### src/ls_pkg.sv
//////////////////////////////
// Load/store types, function codes, address map and sizing constants
//////////////////////////////
`default_nettype none

package ls_pkg;

    // Width codes, RISC-V encoding
    // Stores only use the low two bits
    typedef enum logic [2:0] {
        LS_B  = 3'b000,
        LS_H  = 3'b001,
        LS_W  = 3'b010,
        LS_BU = 3'b100,
        LS_HU = 3'b101
    } ls_fn3_e;

    typedef logic [3:0] ls_id_t;

    // Address map
    localparam logic [31:0] SCRATCH_BASE  = 32'h0000_0000;
    localparam int          SCRATCH_WORDS = 1024;
    localparam logic [31:0] SLOW_BASE     = 32'h0001_0000;
    localparam int          SLOW_WORDS    = 256;

    // Word index width, sized by the larger region
    localparam int WORD_ADDR_W = $clog2(SCRATCH_WORDS);

    localparam int SLOW_WAIT_CYCLES = 3;
    localparam int INPUT_DEPTH      = 4;
    localparam int ATTR_DEPTH       = 2;

    // Sub-unit indices
    localparam int NUM_UNITS   = 2;
    localparam int UNIT_IDX_W  = $clog2(NUM_UNITS);
    localparam int SCRATCH_ID  = 0;
    localparam int SLOW_ID     = 1;

    // Request as queued in the input buffer
    typedef struct packed {
        logic        store;
        ls_fn3_e     fn3;
        logic [31:0] addr;
        logic [31:0] wdata;
        ls_id_t      id;
    } ls_request_t;

    // Kept per issued request until completion
    typedef struct packed {
        ls_fn3_e    fn3;
        logic [1:0] byte_addr;
        ls_id_t     id;
        logic       store;
        logic       error;
    } load_attr_t;

    // Request as seen by each sub-unit
    typedef struct packed {
        logic [WORD_ADDR_W-1:0] word_addr;
        logic                   store;
        logic [3:0]             be;
        logic [31:0]            wdata;
    } sub_unit_req_t;

endpackage

`default_nettype wire

### src/ls_sub_unit_if.sv
//////////////////////////////
// Core to memory sub-unit link
//////////////////////////////
`default_nettype none

interface ls_sub_unit_if import ls_pkg::*; ();

    sub_unit_req_t req;
    logic          new_request;
    logic          ready;
    logic          data_valid;
    logic [31:0]   data_out;

    // Unit core side, one instance per sub-unit
    modport core (
        output req, new_request,
        input  ready, data_valid, data_out
    );

    // Memory side
    modport unit (
        input  req, new_request,
        output ready, data_valid, data_out
    );

endinterface

`default_nettype wire

### src/ls_fifo.sv
//////////////////////////////
// Circular queue for any payload type
//////////////////////////////
`default_nettype none

module ls_fifo #(
    parameter type item_t = logic,
    parameter int  DEPTH  = 2
) (
    input  wire logic  clk,
    input  wire logic  rst,
    input  wire logic  push,
    input  wire logic  pop,
    input  wire item_t data_in,
    output item_t      data_out,
    output logic       valid,
    output logic       full,
    output logic       empty
);

    localparam int PTR_W = (DEPTH > 1) ? $clog2(DEPTH) : 1;
    localparam int CNT_W = $clog2(DEPTH + 1);

    item_t            mem [DEPTH];
    logic [PTR_W-1:0] rd_ptr;
    logic [PTR_W-1:0] wr_ptr;
    logic [CNT_W-1:0] count;
    logic             do_push;
    logic             do_pop;

    // Push into a full queue is dropped
    assign do_push = push & ~full;
    assign do_pop  = pop & ~empty;

    always_ff @(posedge clk) begin
        if (rst) begin
            rd_ptr <= '0;
            wr_ptr <= '0;
            count  <= '0;
        end else begin
            if (do_push)
                wr_ptr <= (wr_ptr == PTR_W'(DEPTH - 1)) ? '0 : wr_ptr + 1'b1;
            if (do_pop)
                rd_ptr <= (rd_ptr == PTR_W'(DEPTH - 1)) ? '0 : rd_ptr + 1'b1;
            case ({do_push, do_pop})
                2'b10:   count <= count + 1'b1;
                2'b01:   count <= count - 1'b1;
                default: count <= count;
            endcase
        end
    end

    // Storage
    always_ff @(posedge clk) begin
        if (do_push)
            mem[wr_ptr] <= data_in;
    end

    assign data_out = mem[rd_ptr];
    assign empty    = (count == '0);
    assign full     = (count == CNT_W'(DEPTH));
    assign valid    = ~empty;

endmodule

`default_nettype wire

### src/load_store_unit.sv
//////////////////////////////
// Load/store unit core: queueing, issue, byte lanes, load return
//////////////////////////////
`default_nettype none

module load_store_unit import ls_pkg::*; (
    input  wire logic         clk,
    input  wire logic         rst,
    input  wire logic         req_valid,
    output logic              req_ready,
    input  wire ls_request_t  req,
    ls_sub_unit_if.core       scratch,
    ls_sub_unit_if.core       slow,
    output logic              resp_valid,
    output ls_id_t            resp_id,
    output logic [31:0]       resp_data,
    output logic              resp_error
);

    ls_request_t           head;
    logic                  head_valid;
    logic                  in_full;
    logic                  misaligned;
    logic                  scratch_hit;
    logic                  slow_hit;
    logic                  error;
    logic [31:0]           offset;
    logic [UNIT_IDX_W-1:0] target_unit;
    logic [UNIT_IDX_W-1:0] last_unit;
    logic [NUM_UNITS-1:0]  unit_ready;
    logic                  unit_stall;
    logic                  issue;
    logic [3:0]            be;
    logic [31:0]           lane_data;
    sub_unit_req_t         unit_req;
    load_attr_t            attr_in;
    load_attr_t            attr_head;
    logic                  attr_valid;
    logic                  attr_empty;
    logic                  load_complete;
    logic [31:0]           unit_data;
    logic [31:0]           aligned;
    logic [31:0]           final_data;

    //////////////////////////////
    // Input buffer
    ls_fifo #(.item_t(ls_request_t), .DEPTH(INPUT_DEPTH)) i_input_fifo (
        .clk(clk), .rst(rst),
        .push(req_valid & req_ready), .pop(issue), .data_in(req),
        .data_out(head), .valid(head_valid), .full(in_full), .empty()
    );
    assign req_ready = ~in_full;

    // Half needs bit 0 clear, word needs both clear
    always_comb begin
        case (head.fn3[1:0])
            2'b01:   misaligned = head.addr[0];
            2'b10:   misaligned = |head.addr[1:0];
            default: misaligned = 1'b0;
        endcase
    end

    // Region decode
    assign scratch_hit = (head.addr >= SCRATCH_BASE) &&
                         (head.addr < SCRATCH_BASE + 32'(SCRATCH_WORDS * 4));
    assign slow_hit    = (head.addr >= SLOW_BASE) &&
                         (head.addr < SLOW_BASE + 32'(SLOW_WORDS * 4));
    assign error       = misaligned | ~(scratch_hit | slow_hit);
    assign offset      = head.addr - (slow_hit ? SLOW_BASE : SCRATCH_BASE);
    assign target_unit = slow_hit ? UNIT_IDX_W'(SLOW_ID) : UNIT_IDX_W'(SCRATCH_ID);

    //////////////////////////////
    // Issue control
    assign unit_ready[SCRATCH_ID] = scratch.ready;
    assign unit_ready[SLOW_ID]    = slow.ready;

    // Errors touch no unit, so no switch hazard
    assign unit_stall = ~error & (target_unit != last_unit) & ~attr_empty;
    assign issue      = head_valid & (&unit_ready) & ~unit_stall;

    always_ff @(posedge clk) begin
        if (rst)
            last_unit <= UNIT_IDX_W'(SCRATCH_ID);
        else if (issue && !error)
            last_unit <= target_unit;
    end

    // Byte enables, stores only
    always_comb begin
        case (head.fn3[1:0])
            2'b00:   be = 4'b0001 << head.addr[1:0];
            2'b01:   be = head.addr[1] ? 4'b1100 : 4'b0011;
            default: be = 4'b1111;
        endcase
        if (!head.store)
            be = 4'b0000;
    end

    // Replicate store data into every lane
    always_comb begin
        case (head.fn3[1:0])
            2'b00:   lane_data = {4{head.wdata[7:0]}};
            2'b01:   lane_data = {2{head.wdata[15:0]}};
            default: lane_data = head.wdata;
        endcase
    end

    assign unit_req.word_addr = offset[WORD_ADDR_W+1:2];
    assign unit_req.store     = head.store;
    assign unit_req.be        = be;
    assign unit_req.wdata     = lane_data;

    assign scratch.req         = unit_req;
    assign slow.req            = unit_req;
    assign scratch.new_request = issue & ~error & scratch_hit;
    assign slow.new_request    = issue & ~error & slow_hit;

    //////////////////////////////
    // Attribute queue
    assign attr_in.fn3       = head.fn3;
    assign attr_in.byte_addr = head.addr[1:0];
    assign attr_in.id        = head.id;
    assign attr_in.store     = head.store;
    assign attr_in.error     = error;

    ls_fifo #(.item_t(load_attr_t), .DEPTH(ATTR_DEPTH)) i_attr_fifo (
        .clk(clk), .rst(rst),
        .push(issue), .pop(resp_valid), .data_in(attr_in),
        .data_out(attr_head), .valid(attr_valid), .full(), .empty(attr_empty)
    );

    //////////////////////////////
    // Load return path
    assign load_complete = scratch.data_valid | slow.data_valid;
    assign unit_data     = scratch.data_out | slow.data_out;

    // Halfword first, then byte
    always_comb begin
        aligned        = unit_data;
        aligned[15:0]  = attr_head.byte_addr[1] ? unit_data[31:16] : unit_data[15:0];
        aligned[7:0]   = attr_head.byte_addr[0] ? aligned[15:8] : aligned[7:0];
    end

    always_comb begin
        case (attr_head.fn3)
            LS_B:    final_data = {{24{aligned[7]}}, aligned[7:0]};
            LS_H:    final_data = {{16{aligned[15]}}, aligned[15:0]};
            LS_BU:   final_data = {24'h0, aligned[7:0]};
            LS_HU:   final_data = {16'h0, aligned[15:0]};
            default: final_data = aligned;
        endcase
    end

    // Stores and errors finish the cycle after issue
    assign resp_valid = load_complete | (attr_valid & (attr_head.store | attr_head.error));
    assign resp_id    = attr_head.id;
    assign resp_data  = final_data;
    assign resp_error = attr_head.error;

endmodule

`default_nettype wire

### src/flat_wrapper.sv
// flat-port wrapper written by rule: the top's interface ports become plain ports
module load_store_unit_flat import ls_pkg::*;
  (clk, rst, req_valid, req_ready, req, resp_valid, resp_id, resp_data, resp_error, scratch_req, scratch_new_request, scratch_ready, scratch_data_valid, scratch_data_out, slow_req, slow_new_request, slow_ready, slow_data_valid, slow_data_out);
  ls_sub_unit_if scratch_i ();
  ls_sub_unit_if slow_i ();
  input  wire logic clk;
  input  wire logic rst;
  input  wire logic req_valid;
  output logic req_ready;
  input  wire ls_request_t req;
  output logic resp_valid;
  output ls_id_t resp_id;
  output logic [31:0] resp_data;
  output logic resp_error;
  output wire logic [$bits(scratch_i.req)-1:0] scratch_req;
  output wire logic [$bits(scratch_i.new_request)-1:0] scratch_new_request;
  input wire logic [$bits(scratch_i.ready)-1:0] scratch_ready;
  input wire logic [$bits(scratch_i.data_valid)-1:0] scratch_data_valid;
  input wire logic [$bits(scratch_i.data_out)-1:0] scratch_data_out;
  output wire logic [$bits(slow_i.req)-1:0] slow_req;
  output wire logic [$bits(slow_i.new_request)-1:0] slow_new_request;
  input wire logic [$bits(slow_i.ready)-1:0] slow_ready;
  input wire logic [$bits(slow_i.data_valid)-1:0] slow_data_valid;
  input wire logic [$bits(slow_i.data_out)-1:0] slow_data_out;
  assign scratch_req = scratch_i.req;
  assign scratch_new_request = scratch_i.new_request;
  assign scratch_i.ready = scratch_ready;
  assign scratch_i.data_valid = scratch_data_valid;
  assign scratch_i.data_out = scratch_data_out;
  assign slow_req = slow_i.req;
  assign slow_new_request = slow_i.new_request;
  assign slow_i.ready = slow_ready;
  assign slow_i.data_valid = slow_data_valid;
  assign slow_i.data_out = slow_data_out;
  load_store_unit u_core (.clk(clk), .rst(rst), .req_valid(req_valid), .req_ready(req_ready), .req(req), .scratch(scratch_i), .slow(slow_i), .resp_valid(resp_valid), .resp_id(resp_id), .resp_data(resp_data), .resp_error(resp_error));
endmodule
### config.mk
export PLATFORM = sky130hd
export DESIGN_NAME = load_store_unit_flat
export DESIGN_NICKNAME = d
export VERILOG_FILES = /design/src/ls_pkg.sv /design/src/ls_sub_unit_if.sv /design/src/ls_fifo.sv /design/src/load_store_unit.sv /design/src/flat_wrapper.sv
export SDC_FILE = /design/constraint.sdc
export NUM_CORES = 1
export LEC_CHECK = 0
export BUFFER_PORTS_ARGS = -buffer_cell sky130_fd_sc_hd__buf_2
export CAP_MARGIN = 20
export CORE_AREA = 5 5 161 163
export DETAILED_ROUTE_END_ITERATION = 7
export DIE_AREA = 0 0 166 168
export GPL_TIMING_DRIVEN = 0
export PLACE_DENSITY = 0.82
export REMOVE_ABC_BUFFERS = 1
export SYNTH_ARGS = -nofsm -noshare
export SYNTH_HDL_FRONTEND = slang
export SYNTH_SLANG_ARGS = --single-unit
export TNS_END_PERCENT = 20
### constraint.sdc
create_clock -name clk -period 7.6 [get_ports clk]
set_input_delay 0.76 -clock clk [delete_from_list [all_inputs] [get_ports clk]]
set_output_delay 0.76 -clock clk [all_outputs]
set_load 0.01 [all_outputs]
==> qor.txt <==
EDFF count, synth: 310
number of cells in the finished layout apart from fillers: 1315
global-route wire length before repair: 43400 um
drt total wl: 28300 um
ys flop type: edfxtp_1
GR Util All Layers: 0.198
largest fanout on the critical path: 56
CTS max path bufs: 3
actual slew at the worst max-slew pin: 0.978 ns
gpl congestion: 0.953
Avg Vias per Cell: 5.56
I/O Buffers: 277
Post-Syn Instances: 747
Max IR drop VDD: 0.244 mV
final instance area: 15500 um^2
clk sinks: 325
Hold Slack: 0.437 ns
TritonCTS buffer count: 30
DR pass1 iterations: 5
Cells after DPL: 1263
die width: 166 um
Final Hold Fails: 0
CORE AREA: 24200 um^2
Skew-Pair Late Insertion Delay: 0.54 ns
top area cells in the synthesized netlist: edfxtp_1 (71%), mux4_2 (9.2%), buf_4 (3.9%), dfxtp_1 (2.3%), nand2_1 (1.5%)
mean routed wirelength per cell: 21.6 um
final setup fails: 0
DR iter-0 viols: 352
commonest non-fill, non-tap cells in the layout: edfxtp_1 (310), buf_2 (277), mux4_2 (54), nand2_1 (53), nor2_1 (35)
total power: 4.52 mW
ys async rst share: 0
worst setup path category: flip-flop to primary output
commonest non-fill, non-tap cell in the layout: edfxtp_1
worst slack at placement: 3.34 ns
Min Clock Period, post-route: 4.47 ns
Area Growth Syn to Fin: 17.6%
Crit path required time: 6.84 ns
area leader, netlist: edfxtp_1
Hold Buf Count CTS: 0
# resized after CTS: 0
R2R depth: 13
warnings from Yosys: 0
ANT nets after route: 0
share of the synthesized area in the top cell type: 0.707
die area: 27900 um^2
CP startpoint kind: flip-flop
Netlist cell types: 52
RSZ-0062 raised after global routing: no
antenna violations before repair: 6
Root Buffer: clkbuf_16
via count of the first global-routing pass: 7682
post-CTS setup buffer count: 0
Max Freq: 224 MHz
worst slew margin relative to its limit: 0.347
Hold Crit Class: primary input to flip-flop
final core utilization: 0.640
grt ovf: 0
PwrDens: 292 nW/um^2
Final Skew: 0.0105 ns
Final Cycle Share: 0.588
max-slew violation count: 0
drt drc: 0
# rows: 57
hold path depth: 1
Detailed Place HPWL: 19800 um
Seq/Total Area, Yosys: 0.730
CP endpoint kind: primary output
outcome: finished, final reports clean
Die Y: 168 um
DP Area: 14500 um^2
Avg Cell Area, Syn: 17.6 um^2
proportion of layout cells with a drive suffix above 1: 0.421
largest net degree at the start of global routing: 57
Clk pin slew, worst setup/hold paths: 0.06 ns
I/O pin count: 278
Max-Cap Viols: 0
TritonCTS clock tree: done
DR vias: 7310
H-tree lvl count: 1
post-synthesis register bit count: 325
Initial Util: 0.544
mapped cell area: 13200 um^2
final setup margin: 3.13 ns
Leakage: 5.50 nW
Arr. time, crit path: 3.71 ns
Total Nets Final: 1125
Setup TNS Final: 0 ns
## power by group
group	switching [mW]	total (mW)	internal [mW]
combinational	0.546	0.938	0.392
clock	0.592	1.43	0.840
sequential	0.0583	2.15	2.09
total	1.20	4.52	3.32
## layer usage
layer  part of all wire  GRT usage
met4              0.026     0.0527
met1               0.37      0.234
met2               0.52      0.366
met5             0.0023          0
met3              0.077     0.0450
## logic make-up (layout without fill, tap and decap cells)
family / Yosys count / count (layout) / share of synthesized area
AOI/OAI and AO/OA: 80 / 80 / 0.0404
xor gates and xnor gates: 5 / 5 / 0.00333
adders and majority gates: 11 / 11 / 0.0110
buffers and inverters: 103 / 346 / 0.0504
DFF: 325 / 325 / 0.730
muxes: 76 / 76 / 0.111
other: 0 / 1 / 0
and+or+nand+nor: 147 / 147 / 0.0533
## area by class of cell
type                       instances  area, um^2
fill                            1705        8700
clock inverter                    14         148
antenna                            1        2.50
multi-input combinational        319        2920
tap                              324         405
timing repair buffer             284        1550
inverter                          11        41.3
clock buffer                      37         798
sequential                       325        9620
## critical path, cell delays in order, from the launching register on
cell      delay, ns
dfxtp_4        0.91
mux4_2         0.46
inv_1          0.11
ha_1           0.69
nand2b_1       0.54
nand2_1        0.11
nand2_1        0.17
buf_2          0.17
## registers in the layout (all words and copies together), names as in the netlist, named ones only
register	count
u_core.i_input_fifo.mem	288
u_core.i_attr_fifo.mem	22
u_core.i_input_fifo.count	3
u_core.i_attr_fifo.count	2
u_core.i_input_fifo.rd_ptr	2
u_core.i_input_fifo.wr_ptr	2
u_core.i_attr_fifo.rd_ptr	1
u_core.i_attr_fifo.wr_ptr	1
u_core.last_unit	1
## cells in the mapped netlist (2+ instances only)
| cell type | n |
|---|---|
| xor2_1 | 3 |
| buf_2 | 8 |
| nor2_1 | 36 |
| o311ai_0 | 7 |
| mux2i_1 | 4 |
| dfxtp_1 | 15 |
| and3_1 | 4 |
| mux2_2 | 16 |
| a211oi_1 | 2 |
| a22oi_1 | 6 |
| nand2b_1 | 4 |
| nor4_1 | 12 |
| nor4b_1 | 3 |
| o21a_1 | 3 |
| clkbuf_1 | 13 |
| buf_4 | 69 |
| nand3_1 | 5 |
| and2_1 | 2 |
| nor3_1 | 8 |
| or3_1 | 2 |
| mux2_4 | 2 |
| a21oi_1 | 8 |
| o21ai_1 | 9 |
| o31ai_1 | 7 |
| o21ai_0 | 27 |
| xnor2_1 | 2 |
| mux4_2 | 54 |
| nor2_2 | 2 |
| nand4_1 | 4 |
| ha_1 | 10 |
| edfxtp_1 | 310 |
| nor2b_1 | 8 |
| nand2_1 | 53 |
| inv_1 | 11 |
## path summary, 6_finish.rpt
path | startpoint | endpoint | slack [ns]
worst max-delay path | flip-flop | scratch_req[12] | 3.13
worst min-delay path | req[18] | u_core.i_input_fifo.mem[2][18] | 0.44
worst max register to register | flip-flop | u_core.i_input_fifo.count[2] | 3.37
worst min register to register | u_core.last_unit | u_core.last_unit | 0.49
No activity file was read; power rests on OpenSTA's default activity.
